[config.mk]
export PLATFORM = sky130hd
export DESIGN_NAME = fetch_frontend
export DESIGN_NICKNAME = d
export VERILOG_FILES = /design/src/fetch_pkg.sv /design/src/fetch_frontend.sv /design/src/fetch_queue.sv /design/src/return_addr_stack.sv /design/src/branch_predict.sv /design/src/fetch_bus_master.sv /design/src/fetch_pc_gen.sv
export SDC_FILE = /design/constraint.sdc
export NUM_CORES = 1
export LEC_CHECK = 0
export BUFFER_PORTS_ARGS = -buffer_cell sky130_fd_sc_hd__buf_2
export CAP_MARGIN = 40
export CORE_ASPECT_RATIO = 0.5
export CORE_MARGIN = 2
export CORE_UTILIZATION = 53
export DETAILED_ROUTE_END_ITERATION = 10
export PLACE_DENSITY = 0.77
export SLEW_MARGIN = 20
export SYNTH_ARGS = -nofsm -noshare
export SYNTH_HDL_FRONTEND = slang
export SYNTH_SLANG_ARGS = --single-unit
[constraint.sdc]
create_clock -name clk_i -period 6.6 [get_ports clk_i]
set_input_delay 0 -clock clk_i [delete_from_list [all_inputs] [get_ports clk_i]]
set_output_delay 0 -clock clk_i [all_outputs]
set_load 0.02 [all_outputs]
[src/fetch_pkg.sv]
/*
 * Shared constants and the instruction-word view for the fetch frontend.
 * Only uncompressed RV32I words are described here. There are no RVC formats.
 * The B/J view keeps rd at bits 11:7, so branches read imm[4:1] and imm[11]
 * from that field.
 */
package fetch_pkg;

    // ------------------------------------------------------------------------
    // widths and encodings
    // ------------------------------------------------------------------------
    // address and instruction word width
    localparam int unsigned XLEN = 32;

    // major opcodes of the control-flow instructions
    localparam logic [6:0] OPC_JAL    = 7'b1101111;
    localparam logic [6:0] OPC_JALR   = 7'b1100111;
    localparam logic [6:0] OPC_BRANCH = 7'b1100011;

    // link registers, used to tell calls and returns apart
    localparam logic [4:0] REG_RA = 5'd1;
    localparam logic [4:0] REG_T0 = 5'd5;

    // ------------------------------------------------------------------------
    // instruction word, decoded two ways
    // ------------------------------------------------------------------------
    // i-type layout: jalr target and link fields
    typedef struct packed {
        logic [11:0] imm12;
        logic [4:0]  rs1;
        logic [2:0]  funct3;
        logic [4:0]  rd;
        logic [6:0]  opcode;
    } i_type_t;

    // b/j layout with the scattered immediate bits split out
    typedef struct packed {
        logic        sign;        // inst[31], sign of both immediates
        logic [5:0]  imm_30_25;   // imm[10:5] for b and j
        logic [3:0]  imm_24_21;   // imm[4:1] for j
        logic        imm_20;      // imm[11] for j
        logic [7:0]  imm_19_12;   // imm[19:12] for j
        logic [4:0]  rd;          // rd for j, {imm[4:1], imm[11]} for b
        logic [6:0]  opcode;
    } bj_type_t;

    typedef union packed {
        i_type_t  i_view;
        bj_type_t bj_view;
    } instr_word_u;

endpackage
[src/fetch_frontend.sv]
/*
 * Instruction fetch frontend for RV32I, uncompressed words only.
 * One Wishbone classic read at a time, with static prediction and a RAS.
 * boot_addr and ras_depth are fixed at elaboration.
 */
`timescale 1ns/1ns

module fetch_frontend #(
    parameter int unsigned                ras_depth = 4,
    parameter logic [fetch_pkg::XLEN-1:0] boot_addr = 32'h0000_1000
) (
    input  logic                      clk_i,
    input  logic                      rst_ni,
    input  logic                      flush_i,
    input  logic                      flush_bp_i,
    input  logic                      mispredict_i,
    input  logic [fetch_pkg::XLEN-1:0] mispredict_target_i,
    input  logic                      eret_i,
    input  logic [fetch_pkg::XLEN-1:0] epc_i,
    input  logic                      ex_valid_i,
    input  logic [fetch_pkg::XLEN-1:0] trap_base_i,
    input  logic                      set_pc_commit_i,
    input  logic [fetch_pkg::XLEN-1:0] pc_commit_i,
    // wishbone classic, read only
    output logic                      wb_cyc_o,
    output logic                      wb_stb_o,
    output logic [fetch_pkg::XLEN-1:0] wb_adr_o,
    input  logic [fetch_pkg::XLEN-1:0] wb_dat_i,
    input  logic                      wb_ack_i,
    // towards the back-end
    output logic                      fetch_valid_o,
    input  logic                      fetch_ready_i,
    output logic [fetch_pkg::XLEN-1:0] fetch_pc_o,
    output logic [fetch_pkg::XLEN-1:0] fetch_instr_o,
    output logic                      fetch_pred_o
);

    logic [fetch_pkg::XLEN-1:0] fetch_addr, rsp_addr, rsp_instr, pred_target;
    logic [fetch_pkg::XLEN-1:0] push_addr, ras_top;
    logic                       redirect, rsp_valid, pred_taken, queue_ready;
    logic                       push, pop, ras_valid;

    fetch_pc_gen #(.boot_addr(boot_addr)) i_pc_gen (
        .clk_i, .rst_ni, .mispredict_i, .mispredict_target_i, .eret_i, .epc_i,
        .ex_valid_i, .trap_base_i, .set_pc_commit_i, .pc_commit_i,
        .rsp_valid_i(rsp_valid), .rsp_addr_i(rsp_addr), .pred_taken_i(pred_taken),
        .pred_target_i(pred_target), .fetch_addr_o(fetch_addr), .redirect_o(redirect)
    );

    fetch_bus_master i_bus_master (
        .clk_i, .rst_ni, .fetch_addr_i(fetch_addr), .redirect_i(redirect),
        .queue_ready_i(queue_ready), .flush_i, .wb_dat_i, .wb_ack_i, .wb_cyc_o, .wb_stb_o,
        .wb_adr_o, .rsp_valid_o(rsp_valid), .rsp_addr_o(rsp_addr), .rsp_instr_o(rsp_instr)
    );

    branch_predict i_branch_predict (
        .rsp_valid_i(rsp_valid), .rsp_addr_i(rsp_addr), .rsp_instr_i(rsp_instr),
        .ras_valid_i(ras_valid), .ras_top_i(ras_top), .pred_taken_o(pred_taken),
        .pred_target_o(pred_target), .push_o(push), .push_addr_o(push_addr), .pop_o(pop)
    );

    // predictor state is flushed on its own request only
    return_addr_stack #(.depth(ras_depth)) i_ras (
        .clk_i, .rst_ni, .flush_i(flush_bp_i), .push_i(push), .push_addr_i(push_addr),
        .pop_i(pop), .valid_o(ras_valid), .top_o(ras_top)
    );

    fetch_queue i_fetch_queue (
        .clk_i, .rst_ni, .flush_i, .redirect_i(redirect), .wr_i(rsp_valid),
        .wr_pc_i(rsp_addr), .wr_instr_i(rsp_instr), .wr_pred_i(pred_taken),
        .rd_ready_i(fetch_ready_i), .ready_o(queue_ready), .valid_o(fetch_valid_o),
        .pc_o(fetch_pc_o), .instr_o(fetch_instr_o), .pred_o(fetch_pred_o)
    );

endmodule

[src/fetch_queue.sv]
/*
 * Four-entry FIFO of fetch entries towards the back-end.
 * ready_o means not full. A flush or redirect empties it on the next edge,
 * and a write in that same cycle is dropped.
 */
`timescale 1ns/1ns

module fetch_queue (
    input  logic                      clk_i,
    input  logic                      rst_ni,
    input  logic                      flush_i,
    input  logic                      redirect_i,
    input  logic                      wr_i,
    input  logic [fetch_pkg::XLEN-1:0] wr_pc_i,
    input  logic [fetch_pkg::XLEN-1:0] wr_instr_i,
    input  logic                      wr_pred_i,
    input  logic                      rd_ready_i,
    output logic                      ready_o,
    output logic                      valid_o,
    output logic [fetch_pkg::XLEN-1:0] pc_o,
    output logic [fetch_pkg::XLEN-1:0] instr_o,
    output logic                      pred_o
);

    localparam int unsigned DEPTH = 4;

    logic [fetch_pkg::XLEN-1:0] pc_q    [DEPTH];
    logic [fetch_pkg::XLEN-1:0] instr_q [DEPTH];
    logic [DEPTH-1:0]           pred_q;
    logic [1:0]                 wr_ptr_q, rd_ptr_q;
    logic [2:0]                 count_q;
    logic                       push, pop;

    assign push = wr_i & ready_o;
    assign pop  = valid_o & rd_ready_i;

    // pointers and fill level
    always_ff @(posedge clk_i or negedge rst_ni) begin
        if (!rst_ni) begin
            wr_ptr_q <= '0;
            rd_ptr_q <= '0;
            count_q  <= '0;
        end else if (flush_i || redirect_i) begin
            wr_ptr_q <= '0;
            rd_ptr_q <= '0;
            count_q  <= '0;
        end else begin
            wr_ptr_q <= wr_ptr_q + 2'(push);
            rd_ptr_q <= rd_ptr_q + 2'(pop);
            count_q  <= count_q + 3'(push) - 3'(pop);
        end
    end

    // entry storage
    always_ff @(posedge clk_i) begin
        if (push) begin
            pc_q[wr_ptr_q]    <= wr_pc_i;
            instr_q[wr_ptr_q] <= wr_instr_i;
            pred_q[wr_ptr_q]  <= wr_pred_i;
        end
    end

    assign ready_o = count_q != 3'(DEPTH);
    assign valid_o = count_q != '0;
    assign pc_o    = pc_q[rd_ptr_q];
    assign instr_o = instr_q[rd_ptr_q];
    assign pred_o  = pred_q[rd_ptr_q];

endmodule

[src/return_addr_stack.sv]
/*
 * Circular return address stack, one valid bit per entry.
 * Overflow overwrites the oldest entry. A pop on an empty stack is ignored.
 * Push wins if push and pop arrive together.
 */
`timescale 1ns/1ns

module return_addr_stack #(
    parameter int unsigned depth = 4
) (
    input  logic                      clk_i,
    input  logic                      rst_ni,
    input  logic                      flush_i,
    input  logic                      push_i,
    input  logic [fetch_pkg::XLEN-1:0] push_addr_i,
    input  logic                      pop_i,
    output logic                      valid_o,
    output logic [fetch_pkg::XLEN-1:0] top_o
);

    localparam int unsigned PTR_W = (depth > 1) ? $clog2(depth) : 1;

    logic [fetch_pkg::XLEN-1:0] addr_q [depth];
    logic [depth-1:0]           valid_q;
    logic [PTR_W-1:0]           ptr_q;      // index of the top entry
    logic [PTR_W-1:0]           ptr_inc, ptr_dec;

    // wrap by hand, depth need not be a power of two
    assign ptr_inc = (ptr_q == PTR_W'(depth-1)) ? '0 : ptr_q + 1'b1;
    assign ptr_dec = (ptr_q == '0) ? PTR_W'(depth-1) : ptr_q - 1'b1;

    always_ff @(posedge clk_i or negedge rst_ni) begin
        if (!rst_ni) begin
            valid_q <= '0;
            ptr_q   <= '0;
        end else if (flush_i) begin
            valid_q <= '0;
        end else if (push_i) begin
            ptr_q            <= ptr_inc;
            valid_q[ptr_inc] <= 1'b1;
        end else if (pop_i && valid_q[ptr_q]) begin
            valid_q[ptr_q] <= 1'b0;
            ptr_q          <= ptr_dec;
        end
    end

    always_ff @(posedge clk_i) begin
        if (push_i && !flush_i) begin
            addr_q[ptr_inc] <= push_addr_i;
        end
    end

    assign valid_o = valid_q[ptr_q];
    assign top_o   = addr_q[ptr_q];

endmodule

[src/branch_predict.sv]
/*
 * Static prediction for one fetched RV32I word.
 * JAL is always taken, and branches are taken when their offset is negative.
 * Returns use the RAS. Any other JALR falls through sequentially.
 * Outputs are only active while rsp_valid_i is high.
 */
`timescale 1ns/1ns

module branch_predict (
    input  logic                      rsp_valid_i,
    input  logic [fetch_pkg::XLEN-1:0] rsp_addr_i,
    input  logic [fetch_pkg::XLEN-1:0] rsp_instr_i,
    input  logic                      ras_valid_i,
    input  logic [fetch_pkg::XLEN-1:0] ras_top_i,
    output logic                      pred_taken_o,
    output logic [fetch_pkg::XLEN-1:0] pred_target_o,
    output logic                      push_o,
    output logic [fetch_pkg::XLEN-1:0] push_addr_o,
    output logic                      pop_o
);

    fetch_pkg::instr_word_u     instr;
    logic                       is_jal, is_jalr, is_branch;
    logic                       rd_link, rs1_link;
    logic                       is_call, is_return;
    logic [fetch_pkg::XLEN-1:0] j_imm, b_imm;

    assign instr = rsp_instr_i;

    // ------------------------------------------------------------------------
    // control-flow decode
    // ------------------------------------------------------------------------
    assign is_jal    = instr.i_view.opcode == fetch_pkg::OPC_JAL;
    assign is_jalr   = (instr.i_view.opcode == fetch_pkg::OPC_JALR)
                     & (instr.i_view.funct3 == 3'b000);
    assign is_branch = instr.i_view.opcode == fetch_pkg::OPC_BRANCH;

    // ra or t0 marks a link
    assign rd_link  = (instr.i_view.rd == fetch_pkg::REG_RA)
                    | (instr.i_view.rd == fetch_pkg::REG_T0);
    assign rs1_link = (instr.i_view.rs1 == fetch_pkg::REG_RA)
                    | (instr.i_view.rs1 == fetch_pkg::REG_T0);

    assign is_call   = (is_jal | is_jalr) & rd_link;
    // jalr x0, 0(ra) style return
    assign is_return = is_jalr & (instr.i_view.rd == 5'd0) & rs1_link;

    // ------------------------------------------------------------------------
    // immediates, reassembled from the b/j view
    // ------------------------------------------------------------------------
    assign j_imm = {{(fetch_pkg::XLEN-21){instr.bj_view.sign}}, instr.bj_view.sign,
                    instr.bj_view.imm_19_12, instr.bj_view.imm_20,
                    instr.bj_view.imm_30_25, instr.bj_view.imm_24_21, 1'b0};

    // bit 7 of the word is imm[11], bits 11:8 are imm[4:1]
    assign b_imm = {{(fetch_pkg::XLEN-13){instr.bj_view.sign}}, instr.bj_view.sign,
                    instr.bj_view.rd[0], instr.bj_view.imm_30_25,
                    instr.bj_view.rd[4:1], 1'b0};

    // ------------------------------------------------------------------------
    // prediction
    // ------------------------------------------------------------------------
    always_comb begin
        pred_taken_o  = 1'b0;
        pred_target_o = rsp_addr_i + j_imm;
        if (rsp_valid_i) begin
            if (is_jal) begin
                pred_taken_o = 1'b1;
            end else if (is_branch && b_imm[fetch_pkg::XLEN-1]) begin
                // backward branch, assume a loop
                pred_taken_o  = 1'b1;
                pred_target_o = rsp_addr_i + b_imm;
            end else if (is_return && ras_valid_i) begin
                pred_taken_o  = 1'b1;
                pred_target_o = ras_top_i;
            end
        end
    end

    // ras requests, an empty stack gives no pop
    assign push_o      = rsp_valid_i & is_call;
    assign push_addr_o = rsp_addr_i + fetch_pkg::XLEN'(4);
    assign pop_o       = rsp_valid_i & is_return & ras_valid_i;

endmodule

[src/fetch_bus_master.sv]
/*
 * Wishbone classic read master, one word per cycle, read only.
 * A classic cycle cannot be aborted. A request overtaken by a redirect or
 * flush still runs to its ack, and its data is then dropped.
 */
`timescale 1ns/1ns

module fetch_bus_master (
    input  logic                      clk_i,
    input  logic                      rst_ni,
    input  logic [fetch_pkg::XLEN-1:0] fetch_addr_i,
    input  logic                      redirect_i,
    input  logic                      queue_ready_i,
    input  logic                      flush_i,
    input  logic [fetch_pkg::XLEN-1:0] wb_dat_i,
    input  logic                      wb_ack_i,
    output logic                      wb_cyc_o,
    output logic                      wb_stb_o,
    output logic [fetch_pkg::XLEN-1:0] wb_adr_o,
    output logic                      rsp_valid_o,
    output logic [fetch_pkg::XLEN-1:0] rsp_addr_o,
    output logic [fetch_pkg::XLEN-1:0] rsp_instr_o
);

    logic                      busy_q;
    logic                      kill_q;
    logic                      start;
    logic [fetch_pkg::XLEN-1:0] adr_q;

    // new read only with queue space and a settled pc
    assign start = ~busy_q & queue_ready_i & ~redirect_i & ~flush_i;

    // idle/busy of one read, plus kill for an overtaken request
    always_ff @(posedge clk_i or negedge rst_ni) begin
        if (!rst_ni) begin
            busy_q <= 1'b0;
            kill_q <= 1'b0;
        end else if (busy_q) begin
            if (wb_ack_i) begin
                busy_q <= 1'b0;
                kill_q <= 1'b0;
            end else if (redirect_i || flush_i) begin
                kill_q <= 1'b1;
            end
        end else if (start) begin
            busy_q <= 1'b1;
            kill_q <= 1'b0;
        end
    end

    // address held for the whole cycle
    always_ff @(posedge clk_i) begin
        if (start) begin
            adr_q <= fetch_addr_i;
        end
    end

    assign wb_cyc_o = busy_q;
    assign wb_stb_o = busy_q;
    assign wb_adr_o = adr_q;

    // redirect on the ack cycle itself also drops the word
    assign rsp_valid_o = busy_q & wb_ack_i & ~kill_q & ~redirect_i & ~flush_i;
    assign rsp_addr_o  = adr_q;
    assign rsp_instr_o = wb_dat_i;

endmodule

[src/fetch_pc_gen.sv]
/*
 * Next fetch PC with a fixed redirect priority.
 * The PC loads boot_addr on reset. Redirect targets are taken as given, with
 * no alignment applied. A commit flush resumes at pc_commit + 4.
 */
`timescale 1ns/1ns

module fetch_pc_gen #(
    parameter logic [fetch_pkg::XLEN-1:0] boot_addr = '0
) (
    input  logic                      clk_i,
    input  logic                      rst_ni,
    input  logic                      mispredict_i,
    input  logic [fetch_pkg::XLEN-1:0] mispredict_target_i,
    input  logic                      eret_i,
    input  logic [fetch_pkg::XLEN-1:0] epc_i,
    input  logic                      ex_valid_i,
    input  logic [fetch_pkg::XLEN-1:0] trap_base_i,
    input  logic                      set_pc_commit_i,
    input  logic [fetch_pkg::XLEN-1:0] pc_commit_i,
    input  logic                      rsp_valid_i,
    input  logic [fetch_pkg::XLEN-1:0] rsp_addr_i,
    input  logic                      pred_taken_i,
    input  logic [fetch_pkg::XLEN-1:0] pred_target_i,
    output logic [fetch_pkg::XLEN-1:0] fetch_addr_o,
    output logic                      redirect_o
);

    logic [fetch_pkg::XLEN-1:0] npc_d, npc_q;

    // any back-end request kills the request in flight
    assign redirect_o = mispredict_i | eret_i | ex_valid_i | set_pc_commit_i;

    // later assignments win, so the order below is lowest to highest priority
    always_comb begin
        npc_d = npc_q;
        // a response advances the pc, either to the prediction or sequentially
        if (rsp_valid_i) begin
            npc_d = pred_taken_i ? pred_target_i : rsp_addr_i + fetch_pkg::XLEN'(4);
        end
        if (mispredict_i) begin
            npc_d = mispredict_target_i;
        end
        if (eret_i) begin
            npc_d = epc_i;
        end
        if (ex_valid_i) begin
            npc_d = trap_base_i;
        end
        // flush after a csr side effect, restart behind the committed insn
        if (set_pc_commit_i) begin
            npc_d = pc_commit_i + fetch_pkg::XLEN'(4);
        end
    end

    always_ff @(posedge clk_i or negedge rst_ni) begin
        if (!rst_ni) begin
            npc_q <= boot_addr;
        end else begin
            npc_q <= npc_d;
        end
    end

    assign fetch_addr_o = npc_q;

endmodule

Yosys cells after proc, flatten, opt, wreduce, memory -nomap -nowiden
Memories as Yosys holds them, arrays and structs flattened.
Cells that the tools add are included.
Storage, ports and cells
  bits in registers: 83
  memory bits (writable): 384
  input bits: 170
  output and inout bits: 100
  word-level logic and storage cells: 134
  memories kept: 3
Memory list
  i_fetch_queue.instr_q: depth 4, bits a word 32, read ports 1, clocked after Yosys merged registers in 0, wr ports 1, line fetch_queue.sv:28  | logic [fetch_pkg::XLEN-1:0] instr_q [DEPTH];
  i_fetch_queue.pc_q: depth 4, bits a word 32, read ports 1, clocked after Yosys merged registers in 0, wr ports 1, line fetch_queue.sv:27  | logic [fetch_pkg::XLEN-1:0] pc_q [DEPTH];
  i_ras.addr_q: depth 4, bits a word 32, read ports 1, clocked after Yosys merged registers in 0, wr ports 1, line return_addr_stack.sv:23  | logic [fetch_pkg::XLEN-1:0] addr_q [depth];
Cells by class
  add/subtract/negate cells: 10
  magnitude comparators: 7
  eq/ne operators: 10
  multiplexer cells: 45
  bitwise gates (word level): 30
  reduce and logical (&&, ||, !) cells: 19
Operators by type and width (number)
  $mux W32: 9
  $add A32 B3 Y32 const B: 2
  $add A32 B32 Y32: 2
  $eq A7 B7 Y1 const B: 3
  $mux W1: 20
  $and A1 B1 Y1: 16
  $lt A2 B3 Y1 const B: 4
  $mux W2: 6
  $mux W4: 3
  $eq A5 B1 Y1 const B: 2
  $eq A5 B3 Y1 const B: 2
  $logic_and A1 B1 Y1: 7
  $demux W1 S2: 3
  $ge A2 B1 Y1 const B: 3
  $ne A3 B3 Y1 const B: 2
  $or A1 B1 Y1: 6
  $reduce_bool A3 Y1: 2
  $logic_not A5 Y1: 1
  $not A1 Y1: 5
  $reduce_bool A5 Y1: 1
  $add A2 B1 Y2: 2
  $and A4 B4 Y4: 1
  $bmux W1 S2: 2
  $bwmux W4: 1
  other kinds (14): 16

Longest topological paths before layout
  depth in word-level cells: 15
  gate-level depth with buffers: 12
  gate-level depth less buffers: 12

By module
Synthesis repeated with hierarchy kept, for this count alone.
Unflattened totals
  cell total of the unflattened synthesis: 1769
  area total of the unflattened synthesis: 24053.1 um^2
Modules (own cells, without submodules)
  fetch_queue: instances 1, cells an instance 374, area each 9831.9 um^2, sequential area each 7982.7 um^2
  return_addr_stack: instances 1, cells an instance 216, area each 5086.1 um^2, sequential area each 3993.8 um^2
  fetch_pc_gen: instances 1, cells an instance 514, area each 3811.2 um^2, sequential area each 802.0 um^2
  branch_predict: instances 1, cells an instance 558, area each 3758.6 um^2, sequential area each 0.0 um^2
  fetch_bus_master: instances 1, cells an instance 107, area each 1565.3 um^2, sequential area each 1011.0 um^2

Worst setup path before layout
No wires, ideal clock.
  path kind: input -> register
  from: in eret_i
  to: mem i_fetch_queue.instr_q[0][0] in the netlist's numbering, enable pin
  data arrival time: 6.408 ns
  data required time: 6.018 ns
  setup slack: -0.390 ns
  cell stages on the path: 6
  cells stage by stage: buf_6 -> or4_4 -> or2_1 -> buf_2 -> a2111oi_2 -> nor3b_1
On the way
  word-level cells in the longest chain between the ends: 9
RTL lines
  from (decl): line fetch_frontend.sv:18  | input logic eret_i,
  $or A1 B1 Y1 (3 in a row): line fetch_pc_gen.sv:32  | assign redirect_o = mispredict_i | eret_i | ex_valid_i | set_pc_commit_i;
  $not A1 Y1: line fetch_bus_master.sv:63  | assign rsp_valid_o = busy_q & wb_ack_i & ~kill_q & ~redirect_i & ~flush_i;
  $and A1 B1 Y1 (2 in a row): line fetch_bus_master.sv:63
  $and A1 B1 Y1: line fetch_queue.sv:34  | assign push = wr_i & ready_o;
  $mux W1: line fetch_queue.sv:56  | if (push) begin
  $mux W1 (implied by the code): line fetch_queue.sv:58  | instr_q[wr_ptr_q] <= wr_instr_i;
  to (decl): line fetch_queue.sv:28
Every way passes these cells.

Final worst setup path
  from: reg i_bus_master.busy_q, in the netlist i_bus_master.wb_cyc_o
  to: reg i_pc_gen.npc_q (netlist bit i_pc_gen.fetch_addr_o[3])
On the way
  word-level cells in the longest chain between the ends: 11
  elaborated cells between the ends (all ways): 12
  classes of those cells: mux: 7; bitwise: 4; reduce/logical: 1
RTL lines
  from (decl): line fetch_bus_master.sv:25  | logic busy_q;
  from (signal assigned): line fetch_bus_master.sv:36  | busy_q <= 1'b0;
  from (signal assigned): line fetch_bus_master.sv:40  | busy_q <= 1'b0;
  from (signal assigned): line fetch_bus_master.sv:46  | busy_q <= 1'b1;
  $and A1 B1 Y1 * (4 in a row): line fetch_bus_master.sv:63
  $mux W1: line branch_predict.sv:66  | if (rsp_valid_i) begin
  $mux W32: line fetch_pc_gen.sv:39  | npc_d = pred_taken_i ? pred_target_i : rsp_addr_i + fetch_pkg::XLEN'(4);
  $mux W32: line fetch_pc_gen.sv:38  | if (rsp_valid_i) begin
  $mux W32: line fetch_pc_gen.sv:41  | if (mispredict_i) begin
  $mux W32: line fetch_pc_gen.sv:44  | if (eret_i) begin
  $mux W32: line fetch_pc_gen.sv:47  | if (ex_valid_i) begin
  $mux W32: line fetch_pc_gen.sv:51  | if (set_pc_commit_i) begin
  to (signal assigned): line fetch_pc_gen.sv:58  | npc_q <= boot_addr;
  to (signal assigned): line fetch_pc_gen.sv:60  | npc_q <= npc_d;
  to (decl): line fetch_pc_gen.sv:29  | logic [fetch_pkg::XLEN-1:0] npc_d, npc_q;
Every way passes the cells marked *; elsewhere a longest branch is shown, timed or not. The select of a mux whose other input is x is not followed.
A chain may end at the register's enable or synchronous reset.

==> key figures <==
Status
  • Run status: finished clean

Routing
  • Pre-Repair DR Iteration Count: 6
  • Routed len/inst: 26.9 µm
  • Drt total wl: 68.8 mm
  • Initial DRC count: 2049
  • Vias/cell: 6.46
  • Remaining antenna violation count: 0
  • DRC errors left: 0
  • DR vias: 16493

Critical path
  • Max incr delay on CP: 600 ps
  • Cell mode on critical path: o21ai_0
  • Critical-path cell list: nand2_1, nor4_4, nand2_2, a31o_4, clkinv_4, o211ai_1, o21ai_0, o21ai_0, a221oi_1, dlygate4sd3_1, o21ai_0, dlygate4sd3_1
  • CP max FO: 36
  • Worst-path cell with the longest stage delay: dlygate4sd3_1
  • Worst Path Required: 7040 ps
  • Crit path kind: flip-flop to flip-flop
  • CP bufs+invs: 3
  • Crit path launch type: flip-flop
  • Family with the most delay on the worst path: buffers and inverters
  • FF-to-FF setup slack: 2060 ps
  • Worst path arrival time: 4980 ps
  • Critical Path Sink Type: flip-flop

Finish
  • Multi-input logic area: 8230 µm²
  • Nets@finish: 2175
  • FILL cells: 3062
  • Layout cells sized above 1: 0.250
  • Register area: 13800 µm²
  • Area growth, synth to finish: 19.6%

Clock network
  • Root buf cell: clkbuf_16
  • Clk Latency, worst-skew pair: 560 ps
  • CTS H-tree lvls: 2
  • Post-CTS Setup Inserts: 0
  • CTS Buf Count: 41
  • CTS Sinks: 467
  • CTS tree: yes
  • Clock tree buffer depth: 3
  • Worst-path clk slew: 70 ps
  • Post-CTS sizing: 0

GRT
  • Grt total ovfl: 0
  • Initial antenna violation count: 1
  • Total Routing Usage GR: 0.312
  • Vias in the first global route: 16080
  • Largest net degree at the start of global routing: 48
  • First-pass GRT wire length: 101 mm

Die
  • I/O pins: 270
  • Starting Density: 0.536
  • Full die area: 44200 µm²
  • Die height: 150 µm
  • Die W: 295 µm
  • Num rows: 53
  • Core area: 41900 µm²

Logic synthesis
  • Yosys warnings: 0
  • Avg Inst Size Synth: 14.3 µm²
  • Ys async rst share: 0.101
  • Post-synthesis cell type count: 82
  • Sequential share of the synthesized area: 0.614
  • Cells after Synth: 1573
  • Synthesized cell area: 22500 µm²
  • Flops & latches, synth: 467
  • Top_reg_cell synth: edfxtp_1
  • Post-synth EDFFs: 420
  • Post-Synthesis Net Count: 1799

STA
  • Clk_skew: 15.5 ps
  • Fmax: 220 MHz
  • Setup TNS: 0 ps
  • RSZ-0062 raised after global routing: no
  • Slew Limit Fails: 0
  • Slew margin rel.: 0.410
  • Final min period: 4540 ps
  • Final Hold Vio Count: 0
  • Final period util: 0.687
  • Finish-stage setup viols: 0
  • Measured slew at the worst slew-check pin: 879 ps
  • Worst setup margin: 2060 ps

Place
  • Gp weighted congestion: 0.963
  • Place WS: 2710 ps
  • Post-DP HPWL: 47.6 mm
  • IO buf count: 269

Pwr
  • Pleak: 9.42 nW
  • Power per Cell Area: 223 nW/µm²
  • Maximum VDD drop: 0.160 mV

Min path
  • Min-delay worst type: primary input to flip-flop

Run
  • Max Cap Viol: 0
[registers in the layout, indices dropped and copies added (netlist names)]
register,flops
i_fetch_queue.rd_ptr_q,2
i_bus_master.wb_cyc_o,1
i_ras.addr_q,128
i_bus_master.kill_q,1
i_fetch_queue.pred_q,4
i_fetch_queue.count_q,3
i_fetch_queue.pc_q,128
i_pc_gen.fetch_addr_o,32
i_fetch_queue.instr_q,128
i_fetch_queue.wr_ptr_q,2
i_ras.ptr_q,2
i_ras.valid_q,4
i_bus_master.rsp_addr_o,32
[what timing repair did]
| item | 4_1_cts | 5_1_grt |
|---|---|---|
| hold buffers | 112 | 0 |
| hold endpoints to repair | 230 | 0 |
| setup endpoints to repair | 0 | 0 |
[worst paths after layout]
path	start	to	depth (start not counted)
worst max-delay path	i_bus_master.wb_cyc_o$_DFF_PN0_	i_pc_gen.fetch_addr_o[3]$_DFFE_PN0P_	12
worst min-delay path	pc_commit_i[4]	i_pc_gen.fetch_addr_o[4]$_DFFE_PN0P_	4
worst max register to register	i_bus_master.wb_cyc_o$_DFF_PN0_	i_pc_gen.fetch_addr_o[3]$_DFFE_PN0P_	12
worst min register to register	i_pc_gen.fetch_addr_o[25]$_DFFE_PN0P_	i_bus_master.rsp_addr_o[25]$_DFFE_PP_	0
max in group asynchronous	rst_ni	i_fetch_queue.rd_ptr_q[0]$_DFF_PN0_	3
min in group asynchronous	rst_ni	i_pc_gen.fetch_addr_o[24]$_DFFE_PN0P_	3
[per-stage QoR]
stage | power, mW | area (µm²) | hold slack [ps] | instances | util
global placement | 3.72 | 24400 | 179 | 2363 | 0.582
global route | 6.16 | 26900 | 19.3 | 2551 | 0.641
floorplan | 3.54 | 22500 | -296 | 1573 | -
CTS | 5.98 | 26900 | 7.32 | 2551 | 0.641
finish | 6.00 | 26900 | 16.6 | 2552 | 0.641
detailed placement | 3.73 | 24600 | 176 | 2371 | 0.586
[layer usage]
metal  part of all wire  GRT usage  vias up
met2               0.45      0.477     1088
met1               0.39      0.444     8212
met4              0.032      0.102        0
li1                   -          -     7037
met3               0.13     0.0763      156
met5                  0          0        -
[cells in the final DEF, fill, tap and decap left out, types with 15 or more instances in the layout]
cell type,n
o22ai_1,23
buf_2,270
inv_1,34
nand2_1,93
and3_1,20
edfxtp_1,420
clkbuf_16,41
o221ai_1,16
mux4_2,98
xor2_1,35
a21oi_1,107
buf_4,23
o211ai_1,21
nor2_1,70
dlygate4sd3_1,112
nand3_1,38
o21ai_0,85
ha_1,53
nand4_1,15
xnor2_1,57
a211oi_1,20
dfrtp_1,43
nor3_1,20
[worst register-to-register path, cell delays in order (launching register included)]
cell	delay, ps
dfrtp_1	510
nand2_1	200
nor4_4	570
nand2_2	260
a31o_4	410
clkinv_4	340
o211ai_1	190
o21ai_0	190
o21ai_0	200
a221oi_1	300
dlygate4sd3_1	600
o21ai_0	90
dlygate4sd3_1	570
[cells by family after synthesis]
kind of cell | count (synthesis) | share of synthesized area
xor+xnor | 92 | 0.0359
simple gates | 329 | 0.0736
buf+inv | 114 | 0.0221
compound gates | 408 | 0.120
flops | 467 | 0.614
fa+ha+maj | 56 | 0.0322
mux | 107 | 0.102
[Yosys cell counts (15+ instances only)]
cell type / instances / area [µm²]
a21oi_1: 107 / 536
inv_1: 34 / 128
and3_1: 21 / 131
mux4_2: 98 / 2210
o21ai_0: 85 / 425
nand3_1: 38 / 190
nand4_1: 15 / 93.8
o211ai_1: 21 / 158
nor2_1: 71 / 267
xor2_1: 35 / 307
clkbuf_1: 46 / 173
dfrtp_1: 46 / 1150
edfxtp_1: 420 / 12600
o221ai_1: 16 / 140
ha_1: 53 / 663
nor3_1: 23 / 115
nand2_1: 93 / 349
o22ai_1: 23 / 144
xnor2_1: 57 / 499
a211oi_1: 21 / 158
[layout make-up]
type	count	area share
Tap cell	577	0.0269
Clock buffer	53	0.0406
Antenna cell	1	0.0000931
Sequential cell	467	0.513
Clock inverter	15	0.00340
Multi-Input combinational cell	992	0.306
Inverter	35	0.00508
Timing Repair Buffer	412	0.104
[power by group]
group          total [mW]  internal (mW)  switching, mW
logic               0.502          0.212          0.290
clock network        2.24           1.17           1.07
registers            3.25           3.23         0.0262
Power figures use the tool's default switching activity.
